**src/design/core_defs.svh**
```systemverilog
`ifndef CORE_DEFS_SVH
`define CORE_DEFS_SVH

// data path width
`define WORD_W 16

// 8 architectural registers
`define REG_IDX_W 3

// rob size, tag is the rename name
`define ROB_TAG_W 2
`define ROB_DEPTH 4

// identical reservation lanes
`define NUM_LANES 3

// multiplier latency in execute cycles
`define MUL_CYCLES 3

// immediate field, zero-extended on use
`define IMM_W 8

`endif

```
**src/design/core_pkg.sv**
```systemverilog
`include "core_defs.svh"

package core_pkg;

	////////////////////
	// plain vectors
	////////////////////

	typedef logic [`WORD_W-1:0] word_t;
	typedef logic [`REG_IDX_W-1:0] reg_idx_t;
	typedef logic [`ROB_TAG_W-1:0] rob_tag_t;
	typedef logic [`IMM_W-1:0] imm_t;
	// one bit per lane
	typedef logic [`NUM_LANES-1:0] lane_mask_t;

	// supported operations
	typedef enum logic [2:0] {
		OP_LI,
		OP_ADD,
		OP_SUB,
		OP_XOR,
		OP_MUL
	} alu_op_t;

	// lane fsm
	typedef enum logic [1:0] {
		LANE_FREE,
		LANE_WAIT,
		LANE_EXEC,
		LANE_DONE
	} lane_state_t;

	////////////////////
	// packets
	////////////////////

	// decoded instruction from the testbench
	typedef struct packed {
		alu_op_t op;
		reg_idx_t rd;
		reg_idx_t rs1;
		reg_idx_t rs2;
		imm_t imm;
	} inst_t;

	// either a value or the tag it waits on
	typedef struct packed {
		logic ready;
		rob_tag_t tag;
		word_t value;
	} operand_t;

	// issue stage to one lane
	typedef struct packed {
		logic valid;
		alu_op_t op;
		rob_tag_t tag;
		operand_t src1;
		operand_t src2;
	} dispatch_t;

	// common data bus broadcast
	typedef struct packed {
		logic valid;
		rob_tag_t tag;
		word_t value;
	} cdb_t;

	// in-order retirement
	typedef struct packed {
		logic valid;
		reg_idx_t rd;
		word_t value;
	} commit_t;

endpackage

```
**src/design/issue_stage.sv**
```systemverilog
`timescale 1ns/100ps
`include "core_defs.svh"

module issue_stage (
	input logic clock,
	input logic reset,
	input logic inst_valid,
	input core_pkg::inst_t inst,
	output logic issue_stall,
	input logic rob_full,
	input core_pkg::rob_tag_t rob_tail,
	output core_pkg::rob_tag_t rob_read_tag1,
	output core_pkg::rob_tag_t rob_read_tag2,
	input logic rob_read_ready1,
	input logic rob_read_ready2,
	input core_pkg::word_t rob_read_value1,
	input core_pkg::word_t rob_read_value2,
	output logic rob_alloc,
	output core_pkg::reg_idx_t rob_alloc_rd,
	input core_pkg::lane_mask_t lane_free,
	output core_pkg::dispatch_t dispatch [`NUM_LANES],
	input core_pkg::cdb_t cdb,
	input core_pkg::commit_t commit
);

	localparam int NUM_REGS = 1 << `REG_IDX_W;
	localparam int LANE_IDX_W = $clog2(`NUM_LANES);

	// architectural state and rename map
	core_pkg::word_t rf [NUM_REGS];
	logic [NUM_REGS-1:0] map_busy;
	core_pkg::rob_tag_t map_tag [NUM_REGS];
	// follows the rob head, commits retire in order
	core_pkg::rob_tag_t commit_tag;

	logic [LANE_IDX_W-1:0] sel;
	logic any_free;
	logic accept;
	core_pkg::operand_t src1;
	core_pkg::operand_t src2;
	core_pkg::word_t imm_ext;

	// rf, then rob, then cdb, else wait on tag
	function automatic core_pkg::operand_t resolve(input logic busy, input core_pkg::word_t rf_value,
			input core_pkg::rob_tag_t tag, input logic rob_ready,
			input core_pkg::word_t rob_value, input core_pkg::cdb_t bus);
		core_pkg::operand_t op;
		op = '{ready: 1'b1, tag: tag, value: rf_value};
		if (busy) begin
			if (rob_ready) op.value = rob_value;
			else if (bus.valid && bus.tag == tag) op.value = bus.value;
			else op.ready = 1'b0;
		end
		return op;
	endfunction

	////////////////////
	// lane select
	////////////////////

	// lowest free lane wins
	always_comb begin
		sel = '0;
		any_free = 1'b0;
		for (int i = `NUM_LANES - 1; i >= 0; i--) begin
			if (lane_free[i]) begin
				sel = LANE_IDX_W'(i);
				any_free = 1'b1;
			end
		end
	end

	assign issue_stall = rob_full || !any_free;
	assign accept = inst_valid && !issue_stall;
	assign rob_alloc = accept;
	assign rob_alloc_rd = inst.rd;
	assign rob_read_tag1 = map_tag[inst.rs1];
	assign rob_read_tag2 = map_tag[inst.rs2];
	assign imm_ext = {{(`WORD_W - `IMM_W){1'b0}}, inst.imm};

	////////////////////
	// operand build
	////////////////////

	always_comb begin
		src1 = resolve(map_busy[inst.rs1], rf[inst.rs1], rob_read_tag1, rob_read_ready1,
			rob_read_value1, cdb);
		src2 = resolve(map_busy[inst.rs2], rf[inst.rs2], rob_read_tag2, rob_read_ready2,
			rob_read_value2, cdb);
		// li carries its value in src1
		if (inst.op == core_pkg::OP_LI) begin
			src1 = '{ready: 1'b1, tag: '0, value: imm_ext};
			src2 = '{ready: 1'b1, tag: '0, value: '0};
		end
		for (int i = 0; i < `NUM_LANES; i++) begin
			dispatch[i] = '{valid: accept && (sel == LANE_IDX_W'(i)), op: inst.op,
				tag: rob_tail, src1: src1, src2: src2};
		end
	end

	////////////////////
	// commit and rename
	////////////////////

	always_ff @(posedge clock) begin
		if (reset) begin
			map_busy <= '0;
			commit_tag <= '0;
			for (int r = 0; r < NUM_REGS; r++) begin
				rf[r] <= '0;
			end
		end else begin
			if (commit.valid) begin
				rf[commit.rd] <= commit.value;
				commit_tag <= commit_tag + 1'b1;
				// keep a newer rename mapped
				if (map_tag[commit.rd] == commit_tag) map_busy[commit.rd] <= 1'b0;
			end
			// new rename beats the clear
			if (accept) map_busy[inst.rd] <= 1'b1;
		end
	end

	always_ff @(posedge clock) begin
		if (accept) map_tag[inst.rd] <= rob_tail;
	end

endmodule

```
**src/design/reservation_lane.sv**
```systemverilog
`timescale 1ns/100ps
`include "core_defs.svh"

module reservation_lane (
	input logic clock,
	input logic reset,
	input core_pkg::dispatch_t dispatch,
	input core_pkg::cdb_t cdb,
	input logic grant,
	output logic lane_free,
	output logic request,
	output core_pkg::cdb_t result
);

	localparam int CNT_W = $clog2(`MUL_CYCLES) + 1;

	core_pkg::lane_state_t state;
	logic [CNT_W-1:0] count;
	// held instruction
	core_pkg::alu_op_t op_q;
	core_pkg::rob_tag_t tag_q;
	core_pkg::operand_t src1_q;
	core_pkg::operand_t src2_q;
	core_pkg::operand_t src1_next;
	core_pkg::operand_t src2_next;
	core_pkg::word_t alu_value;
	core_pkg::word_t result_value;

	// snoop the cdb for a pending operand
	function automatic core_pkg::operand_t capture(input core_pkg::operand_t src,
			input core_pkg::cdb_t bus);
		core_pkg::operand_t op;
		op = src;
		if (!src.ready && bus.valid && bus.tag == src.tag) begin
			op.ready = 1'b1;
			op.value = bus.value;
		end
		return op;
	endfunction

	// execute cycles minus one
	function automatic logic [CNT_W-1:0] start_count(input core_pkg::alu_op_t op);
		return (op == core_pkg::OP_MUL) ? CNT_W'(`MUL_CYCLES - 1) : '0;
	endfunction

	assign src1_next = capture(src1_q, cdb);
	assign src2_next = capture(src2_q, cdb);

	////////////////////
	// execute unit
	////////////////////

	always_comb begin
		case (op_q)
			core_pkg::OP_ADD: alu_value = src1_q.value + src2_q.value;
			core_pkg::OP_SUB: alu_value = src1_q.value - src2_q.value;
			core_pkg::OP_XOR: alu_value = src1_q.value ^ src2_q.value;
			// low word only
			core_pkg::OP_MUL: alu_value = src1_q.value * src2_q.value;
			default: alu_value = src1_q.value;
		endcase
	end

	////////////////////
	// lane fsm
	////////////////////

	always_ff @(posedge clock) begin
		if (reset) begin
			state <= core_pkg::LANE_FREE;
			count <= '0;
		end else begin
			case (state)
				core_pkg::LANE_FREE: if (dispatch.valid) begin
					state <= (dispatch.src1.ready && dispatch.src2.ready) ?
						core_pkg::LANE_EXEC : core_pkg::LANE_WAIT;
					count <= start_count(dispatch.op);
				end
				core_pkg::LANE_WAIT: if (src1_next.ready && src2_next.ready) begin
					state <= core_pkg::LANE_EXEC;
					count <= start_count(op_q);
				end
				core_pkg::LANE_EXEC: begin
					if (count == '0) state <= core_pkg::LANE_DONE;
					else count <= count - 1'b1;
				end
				// losers hold their result
				default: if (grant) state <= core_pkg::LANE_FREE;
			endcase
		end
	end

	always_ff @(posedge clock) begin
		if (state == core_pkg::LANE_FREE && dispatch.valid) begin
			op_q <= dispatch.op;
			tag_q <= dispatch.tag;
			src1_q <= dispatch.src1;
			src2_q <= dispatch.src2;
		end else if (state == core_pkg::LANE_WAIT) begin
			src1_q <= src1_next;
			src2_q <= src2_next;
		end
		if (state == core_pkg::LANE_EXEC && count == '0) result_value <= alu_value;
	end

	assign lane_free = state == core_pkg::LANE_FREE;
	assign request = state == core_pkg::LANE_DONE;
	assign result = '{valid: request, tag: tag_q, value: result_value};

endmodule

```
**src/design/cdb_arbiter.sv**
```systemverilog
`timescale 1ns/100ps
`include "core_defs.svh"

module cdb_arbiter (
	input logic clock,
	input logic reset,
	input core_pkg::lane_mask_t request,
	input core_pkg::cdb_t results [`NUM_LANES],
	output core_pkg::lane_mask_t grant,
	output core_pkg::cdb_t cdb
);

	localparam int PTR_W = $clog2(`NUM_LANES);

	// last winner, search starts after it
	logic [PTR_W-1:0] last;
	logic [PTR_W-1:0] winner;
	logic found;

	////////////////////
	// round robin pick
	////////////////////

	always_comb begin
		int idx;
		winner = last;
		found = 1'b0;
		for (int i = 1; i <= `NUM_LANES; i++) begin
			idx = (int'(last) + i) % `NUM_LANES;
			if (!found && request[idx]) begin
				winner = PTR_W'(idx);
				found = 1'b1;
			end
		end
		grant = '0;
		if (found) grant[winner] = 1'b1;
	end

	////////////////////
	// registered bus
	////////////////////

	always_ff @(posedge clock) begin
		if (reset) begin
			cdb.valid <= 1'b0;
			// lane 0 goes first
			last <= PTR_W'(`NUM_LANES - 1);
		end else begin
			cdb.valid <= found;
			if (found) last <= winner;
		end
		cdb.tag <= results[winner].tag;
		cdb.value <= results[winner].value;
	end

endmodule

```
**src/design/reorder_buffer.sv**
```systemverilog
`timescale 1ns/100ps
`include "core_defs.svh"

module reorder_buffer (
	input logic clock,
	input logic reset,
	input logic alloc,
	input core_pkg::reg_idx_t alloc_rd,
	output logic full,
	output core_pkg::rob_tag_t tail,
	input core_pkg::rob_tag_t read_tag1,
	input core_pkg::rob_tag_t read_tag2,
	output logic read_ready1,
	output logic read_ready2,
	output core_pkg::word_t read_value1,
	output core_pkg::word_t read_value2,
	input core_pkg::cdb_t cdb,
	output core_pkg::commit_t commit
);

	localparam int CNT_W = $clog2(`ROB_DEPTH) + 1;

	// per-entry fields
	core_pkg::reg_idx_t entry_rd [`ROB_DEPTH];
	logic [`ROB_DEPTH-1:0] entry_ready;
	core_pkg::word_t entry_value [`ROB_DEPTH];

	// oldest entry
	core_pkg::rob_tag_t head;
	logic [CNT_W-1:0] count;
	logic retire;

	assign full = count == CNT_W'(`ROB_DEPTH);

	////////////////////
	// operand read
	////////////////////

	// cdb this cycle is bypassed in issue
	assign read_ready1 = entry_ready[read_tag1];
	assign read_ready2 = entry_ready[read_tag2];
	assign read_value1 = entry_value[read_tag1];
	assign read_value2 = entry_value[read_tag2];

	////////////////////
	// in-order commit
	////////////////////

	assign retire = (count != '0) && entry_ready[head];
	assign commit = '{valid: retire, rd: entry_rd[head], value: entry_value[head]};

	always_ff @(posedge clock) begin
		if (reset) begin
			head <= '0;
			tail <= '0;
			count <= '0;
			entry_ready <= '0;
		end else begin
			if (alloc) begin
				entry_ready[tail] <= 1'b0;
				tail <= tail + 1'b1;
			end
			// result lands by tag
			if (cdb.valid) entry_ready[cdb.tag] <= 1'b1;
			if (retire) head <= head + 1'b1;
			case ({alloc, retire})
				2'b10: count <= count + 1'b1;
				2'b01: count <= count - 1'b1;
				default: count <= count;
			endcase
		end
	end

	// destination and result payload
	always_ff @(posedge clock) begin
		if (alloc) entry_rd[tail] <= alloc_rd;
		if (cdb.valid) entry_value[cdb.tag] <= cdb.value;
	end

endmodule

```
**src/design/tomasulo_core.sv**
```systemverilog
`timescale 1ns/100ps
`include "core_defs.svh"

module tomasulo_core (
	input logic clock,
	input logic reset,
	input logic inst_valid,
	input core_pkg::inst_t inst,
	output logic issue_stall,
	output core_pkg::commit_t commit
);

	// rob to issue
	logic rob_full;
	core_pkg::rob_tag_t rob_tail;
	core_pkg::rob_tag_t rob_read_tag1;
	core_pkg::rob_tag_t rob_read_tag2;
	logic rob_read_ready1;
	logic rob_read_ready2;
	core_pkg::word_t rob_read_value1;
	core_pkg::word_t rob_read_value2;
	logic rob_alloc;
	core_pkg::reg_idx_t rob_alloc_rd;

	// lanes, gathered for the arbiter
	core_pkg::dispatch_t dispatch [`NUM_LANES];
	core_pkg::cdb_t results [`NUM_LANES];
	core_pkg::lane_mask_t lane_free;
	core_pkg::lane_mask_t request;
	core_pkg::lane_mask_t grant;
	core_pkg::cdb_t cdb;

	////////////////////
	// issue and rob
	////////////////////

	issue_stage i_issue_stage (
		.clock(clock), .reset(reset),
		.inst_valid(inst_valid), .inst(inst), .issue_stall(issue_stall),
		.rob_full(rob_full), .rob_tail(rob_tail),
		.rob_read_tag1(rob_read_tag1), .rob_read_tag2(rob_read_tag2),
		.rob_read_ready1(rob_read_ready1), .rob_read_ready2(rob_read_ready2),
		.rob_read_value1(rob_read_value1), .rob_read_value2(rob_read_value2),
		.rob_alloc(rob_alloc), .rob_alloc_rd(rob_alloc_rd),
		.lane_free(lane_free), .dispatch(dispatch), .cdb(cdb), .commit(commit)
	);

	reorder_buffer i_reorder_buffer (
		.clock(clock), .reset(reset),
		.alloc(rob_alloc), .alloc_rd(rob_alloc_rd), .full(rob_full), .tail(rob_tail),
		.read_tag1(rob_read_tag1), .read_tag2(rob_read_tag2),
		.read_ready1(rob_read_ready1), .read_ready2(rob_read_ready2),
		.read_value1(rob_read_value1), .read_value2(rob_read_value2),
		.cdb(cdb), .commit(commit)
	);

	////////////////////
	// lanes and cdb
	////////////////////

	for (genvar i = 0; i < `NUM_LANES; i++) begin : g_lane
		reservation_lane i_reservation_lane (
			.clock(clock), .reset(reset),
			.dispatch(dispatch[i]), .cdb(cdb), .grant(grant[i]),
			.lane_free(lane_free[i]), .request(request[i]), .result(results[i])
		);
	end

	cdb_arbiter i_cdb_arbiter (
		.clock(clock), .reset(reset),
		.request(request), .results(results), .grant(grant), .cdb(cdb)
	);

endmodule

```
**config.mk**
```make
export PLATFORM = sky130hd
export DESIGN_NAME = tomasulo_core
export DESIGN_NICKNAME = d
export VERILOG_FILES = /design/src/design/core_pkg.sv /design/src/design/issue_stage.sv /design/src/design/reservation_lane.sv /design/src/design/cdb_arbiter.sv /design/src/design/reorder_buffer.sv /design/src/design/tomasulo_core.sv
export VERILOG_INCLUDE_DIRS = /design/src /design/src/design
export SDC_FILE = /design/constraint.sdc
export NUM_CORES = 2
export LEC_CHECK = 0
export BUFFER_PORTS_ARGS = -buffer_cell sky130_fd_sc_hd__buf_2
export CORE_ASPECT_RATIO = 0.8
export CORE_MARGIN = 2
export CORE_UTILIZATION = 60
export DETAILED_ROUTE_END_ITERATION = 8
export GPL_ROUTABILITY_DRIVEN = 1
export PLACE_DENSITY_LB_ADDON = 0.2
export SYNTH_ARGS = -nofsm -noshare
export SYNTH_HDL_FRONTEND = slang
export SYNTH_SLANG_ARGS = --single-unit
```
**constraint.sdc**
```tcl
create_clock -name clock -period 6.6 [get_ports clock]
set_input_delay 1.98 -clock clock [delete_from_list [all_inputs] [get_ports clock]]
set_output_delay 1.98 -clock clock [all_outputs]
set_load 0.005 [all_outputs]
```
## Word level (Yosys, flattened, before mapping)

Memories as Yosys holds them, arrays and structs flattened. A register that Yosys moved wholly into a read port is not among the register bits.
Cells that the tools add are included.

| storage, ports and cells | value |
|---|---|
| flip-flop bits (word level) | 234 |
| bits in writable memories | 220 |
| output and inout port bits | 21 |
| logic and storage cells | 374 |
| memories | 4 |

Memory list:

| name | depth | bits a word | read ports | clocked after Yosys merged registers in | wr ports | RTL line | text |
|---|---|---|---|---|---|---|---|
| i_issue_stage.rf | 8 | 16 | 2 | 0 | 8 | issue_stage.sv:30 | `core_pkg::word_t rf [NUM_REGS];` |
| i_reorder_buffer.entry_value | 4 | 16 | 3 | 1 | 1 | reorder_buffer.sv:26 | `` core_pkg::word_t entry_value [`ROB_DEPTH]; `` |
| i_issue_stage.map_tag | 8 | 2 | 3 | 0 | 1 | issue_stage.sv:32 | `core_pkg::rob_tag_t map_tag [NUM_REGS];` |
| i_reorder_buffer.entry_rd | 4 | 3 | 1 | 1 | 1 | reorder_buffer.sv:24 | `` core_pkg::reg_idx_t entry_rd [`ROB_DEPTH]; `` |

| operators by class | value |
|---|---|
| add/sub/neg operators | 17 |
| $mul | 3 |
| divide/modulo/power cells | 3 |
| order comparisons | 19 |
| equal/unequal tests | 48 |
| mux-type cells | 142 |
| bitwise operators | 10 |
| reduce and logical (&&, ||, !) cells | 85 |

Operators by type and width:

| operator | number |
|---|---|
| two-way mux 19 bit | 14 |
| two-way mux 16 bit | 13 |
| one-hot mux 16 bit (4 select lines) | 3 |
| less-than comparator 32 x 4 -> 1 bit, second input constant | 3 |
| modulo 32 x 3 -> 32 bit, second input constant | 3 |
| two-way mux 2 bit | 27 |
| adder 16 bit | 3 |
| multiplier 16 x 16 -> 16 bit | 3 |
| subtractor 16 bit | 3 |
| bitwise XOR 16 bit | 3 |
| two-way mux 1 bit | 44 |
| binary-select mux 19 bit (select 2 bit) | 1 |
| logical AND 1 bit | 36 |
| two-way mux 18 bit | 2 |
| two-way mux 3 bit | 11 |
| two-way mux 8 bit | 4 |
| one-hot mux 3 bit (3 select lines) | 3 |
| AND reduction 4 bit | 6 |
| nonzero test 2 bit | 10 |
| == test 2 bit | 9 |
| == test 3 x 2 -> 1 bit, second input constant | 6 |
| less-than comparator 2 x 3 -> 1 bit, second input constant | 6 |
| != test 2 x 1 -> 1 bit, second input constant | 9 |
| one-hot mux 2 bit (3 select lines) | 3 |
| other kinds (35) | 102 |

## Logic depth before layout (Yosys ltp)

| depth | value |
|---|---|
| depth in word-level cells | 19 |
| mapped depth | 21 |

## Hierarchy

A second synthesis with hierarchy kept.

| unflattened totals | value |
|---|---|
| cells, all modules | 4056 |
| area, all modules | 40545.1 um^2 |

By module, submodules not included:

| module | instances | cells an instance | area each (um^2) | sequential area each (um^2) |
|---|---|---|---|---|
| issue_stage | 1 | 821 | 10065.9 | 4524.3 |
| reservation_lane at g_lane[1].i_reservation_lane | 1 | 967 | 8339.2 | 1871.8 |
| reservation_lane at g_lane[0].i_reservation_lane | 1 | 969 | 8334.2 | 1871.8 |
| reservation_lane at g_lane[2].i_reservation_lane | 1 | 953 | 8261.7 | 1871.8 |
| reorder_buffer | 1 | 214 | 4200.3 | 2542.4 |
| cdb_arbiter | 1 | 132 | 1343.8 | 420.4 |

## Worst setup path before layout

No wires, ideal clock.

| timing | value |
|---|---|
| path type | register to register |
| start | reg g_lane[1].i_reservation_lane.src2_q[6] in the netlist's numbering |
| end | reg g_lane[1].i_reservation_lane.result_value[14] (data pin) |
| setup time | 0.268 ns |
| arrival time | 5.319 ns |
| slack | 1.014 ns |
| cell stages (with the launch flop) | 20 |
| buffers on the path | 1 |
| period minus slack after synthesis | 5.586 ns |
| cells stage by stage | edfxtp_1 clkbuf_1 and2_1 fa_1 inv_1 fa_1 fa_1 fa_1 inv_1 fa_1 inv_1 fa_1 inv_1 ha_1 nand3_1 a2111o_1 and3_1 o211a_1 nor3_1 o21ai_0 |

| on the way | value |
|---|---|
| cells in the longest elaborated chain, start to end | 2 |
| elaborated cells between the ends (all ways) | 4 |
| those cells by class | 2 x add/sub; 1 x mul; 1 x mux |

RTL lines:

| element | RTL line | text |
|---|---|---|
| start, declared | reservation_lane.sv:23 | `core_pkg::operand_t src2_q;` |
| start signal, assigned | reservation_lane.sv:98 | `src2_q <= dispatch.src2;` |
| start signal, assigned | reservation_lane.sv:101 | `src2_q <= src2_next;` |
| multiplier 16 x 16 -> 16 bit, or another cell as far along | reservation_lane.sv:59 | `core_pkg::OP_MUL: alu_value = src1_q.value * src2_q.value;` |
| one-hot mux 16 bit (4 select lines) (*) | reservation_lane.sv:54 | `case (op_q)` |
| named net g_lane[1].i_reservation_lane.alu_value[14] | reservation_lane.sv:26 | `core_pkg::word_t alu_value;` |
| end signal, assigned | reservation_lane.sv:103 | `if (state == core_pkg::LANE_EXEC && count == '0) result_value <= alu_value;` |
| end, declared | reservation_lane.sv:27 | `core_pkg::word_t result_value;` |

Mark *: on every way through the listed nets, which the timed path passes. The rest lies on a longest branch.
A chain may end at the register's enable or synchronous reset.

## Final worst setup path

| timing | value |
|---|---|
| start | reg g_lane[1].i_reservation_lane.src2_q[6] in the netlist's numbering |
| end | reg g_lane[1].i_reservation_lane.result_value[15] (data pin) |

Same word-level chain as after synthesis.

==> impl_results.md <==
- Slowest Stage Delay on Critical Path: 580 ps
- Post-CTS Setup Inserts: 0
- Detailed Place HPWL: 84.1 mm
- Max layer used: met5
- Worst EP required: 6900 ps
- Final WS setup: 585 ps
- Critical-path cell list: and2_1 -> fa_1 -> inv_1 -> fa_1 -> fa_1 -> fa_1 -> inv_1 -> fa_1 -> inv_1 -> fa_1 -> inv_1 -> ha_1 -> and2_1 -> o21ai_0 -> o21ai_0 -> o41ai_1 -> xnor2_1 -> o221ai_1
- CTS resizes: 0
- Fillers: 5153
- Worst path most repeated cell: fa_1
- Final Skew: 45.8 ps
- Hold_sp: g_lane[2].i_reservation_lane.count[1]
- Placed instance area: 0.0403 sq mm
- Via count: 30500
- Number of enable flip-flop cells after synthesis: 397
- Via density: 6.31
- Clk_lat worst skew: 630 ps
- Row count: 83
- Relative slew slack: 18.6%
- TNS Setup: 0 ps
- Synthesized area per cell: 9.84 sq um
- Seq cells post-synth: 456
- TritonCTS buffer count: 46
- Ys Warns: 0
- Pre-antenna DRT Iters: 6
- CP max FO: 15
- Synth Area in Adders: 20.3%
- CTS clk-pin slew, worst paths: 70 ps
- Syn Nets: 4494
- Post-Syn Area: 0.0392 sq mm
- Placer Congestion: 0.992
- Final nets: 4461
- Initial core utilization: 60.9%
- Combinational family with the most area after synthesis: adder cells
- Post-synthesis simple-gate area fraction: 15.0%
- Synth-to-layout area growth: 7.07%
- Tcrit/Tclk final: 91.1%
- Initial antenna violation count: 4
- Critical path launch point type: flip-flop
- M1 wire length: 46.9 mm
- Crit. End Element: flip-flop
- HP Class: reg2reg
- Synth Instances: 3982
- Largest delay share family, worst path: adder cells
- Die ar.: 0.0674 sq mm
- Async SR Flop Fraction: 0%
- Worst path bufs/invs: 4
- Slowest cell on the critical path: edfxtp_1
- CTS Buffer Depth: 3
- Synth Area in Compound Gates: 10.3%
- First-pass GRT wire length: 175 mm
- R2r startpoint: g_lane[1].i_reservation_lane.src2_q[6]
- Fin. max-slew vios: 0
- Min Clock Period, post-route: 6010 ps
- DR WL met2: 49.0 mm
- Origin of the worst setup path: g_lane[1].i_reservation_lane.src2_q[6]
- Detail Route Antenna Nets: 0
- CTS tree: yes
- Sequential cell area fraction in the yosys report: 33.4%
- Achievable clock frequency: 166 MHz
- Routed WL per cell: 23.5 um
- Clock Sinks: 456
- Crit Path Class: reg2reg
- Die Height: 233 um
- Synth Area in XOR/XNOR: 5.03%
- # setup viols final: 0
- CP arrival: 6320 ps
- DRC errors left: 0
- Final hold vios: 0
- Largest net degree at the start of global routing: 54
- Number of global-route vias before repair: 29300
- # hold bufs at CTS: 0
- Met3 routed WL: 13.2 mm
- Commonest non-fill, non-tap cells in the layout: 436 x inv_1, 436 x nand2_1, 397 x edfxtp_1
- Slew @ Worst Pin: 1220 ps
- Post-synthesis mux area share: 9.46%
- Total track usage: 34.4%
- Die Span X: 290 um
- Grt ovf: 0
- Initial DRC count: 3922
- Post-Route WL: 114 mm
- Layout cells sized above 1: 9.03%
- Core Area: 0.0644 sq mm
- Worst Hold Slack: 454 ps
- Finished Cell Area: 0.0420 sq mm
- Distinct cells, synth: 78
- H-tree depth: 2
- Status: complete, no violations
- # IOs: 44
- RSZ-0062 raised after global routing: false
- Root Buffer: clkbuf_16
- Setup WS pre-CTS: 573 ps
- Top FF cell, synth: edfxtp_1
- IO Port Bufs: 43
- Max-cap violations: 0
==> registers in the layout, summed over array words and instances (netlist names), 12 cells and up, named ones only <==
| signal | flops |
|---|---|
| i_cdb_arbiter.cdb | 19 |
| i_issue_stage.map_tag | 16 |
| g_lane.i_reservation_lane.result_value | 48 |
| i_issue_stage.rf | 128 |
| g_lane.i_reservation_lane.src1_q | 51 |
| i_reorder_buffer.entry_value | 64 |
| i_reorder_buffer.entry_rd | 12 |
| g_lane.i_reservation_lane.src2_q | 51 |
==> tightest hold or removal path: cells and delay by family, from the launching register on <==
family | cells | cell delay [ps]
DFF | 1 | 310
AOI/OAI and AO/OA | 1 | 50
and+or+nand+nor | 1 | 50
==> cells by family (layout without fill, tap and decap cells) <==
kind of cell	Yosys count	count (layout)
DFF	456	456
AOI/OAI and AO/OA	638	638
xor gates and xnor gates	225	225
adders and majority gates	489	489
buffers and inverters	657	662
and+or+nand+nor	1258	1258
muxes	259	259
other	0	1
==> final cells by class <==
type                       count  area (sq um)  share of cell area (%)
clock inverter                25           293                   0.698
multi-input combinational   2869         23600                    56.2
sequential                   456         13100                    31.2
antenna                        1          2.50                 0.00596
inverter                     439          1650                    3.93
clock buffer                  61          1330                    3.18
timing repair buffer         137           921                    2.19
tap                          850          1060                    2.53
==> routing by layer <==
layer,global-route usage (%),vias up
met5,0,-
li1,-,13600
met1,49.8,14800
met3,6.92,283
met2,51.4,1847
met4,12.3,6
==> metrics by stage <==
step,std cells,util [%]
after floorplan,3982,-
after global placement,4751,62.7
after detailed placement,4751,62.7
after CTS,4837,65.2
after global routing,4838,65.2
final,4838,65.2
==> cells in the mapped netlist, drive strengths merged, types with 12 or more instances <==
master,n,share of area (%)
a211oi,45,0.86
a21o,20,0.38
a21oi,137,1.7
a31oi,31,0.49
and2,205,3.3
buf,46,0.57
clkbuf,172,1.6
dfxtp,59,3.0
edfxtp,397,30
fa,244,12
ha,245,7.8
inv,437,4.2
mux2,39,1.1
mux2i,139,3.7
mux4,81,4.7
nand2,436,4.2
nand2b,25,0.40
nand3,20,0.26
nand3b,15,0.29
nor2,348,3.4
nor2b,34,0.54
nor3,75,0.96
nor3b,12,0.23
nor4b,12,0.31
o21ai,192,2.5
o22ai,12,0.19
o31ai,79,1.5
o41ai,13,0.29
or3,40,0.64
xnor2,162,3.6
xor2,63,1.4
==> worst paths after layout <==
path | endpoint | slack [ps] | depth (start not counted)
min | g_lane[2].i_reservation_lane.count[1] | 450 | 2
min reg2reg | g_lane[2].i_reservation_lane.count[1] | 450 | 2
max | g_lane[1].i_reservation_lane.result_value[15] | 590 | 18
max reg2reg | g_lane[1].i_reservation_lane.result_value[15] | 590 | 18
Power is not shown: default switching activity piles up to over one toggle a cycle in this logic, so the estimate is an artifact.
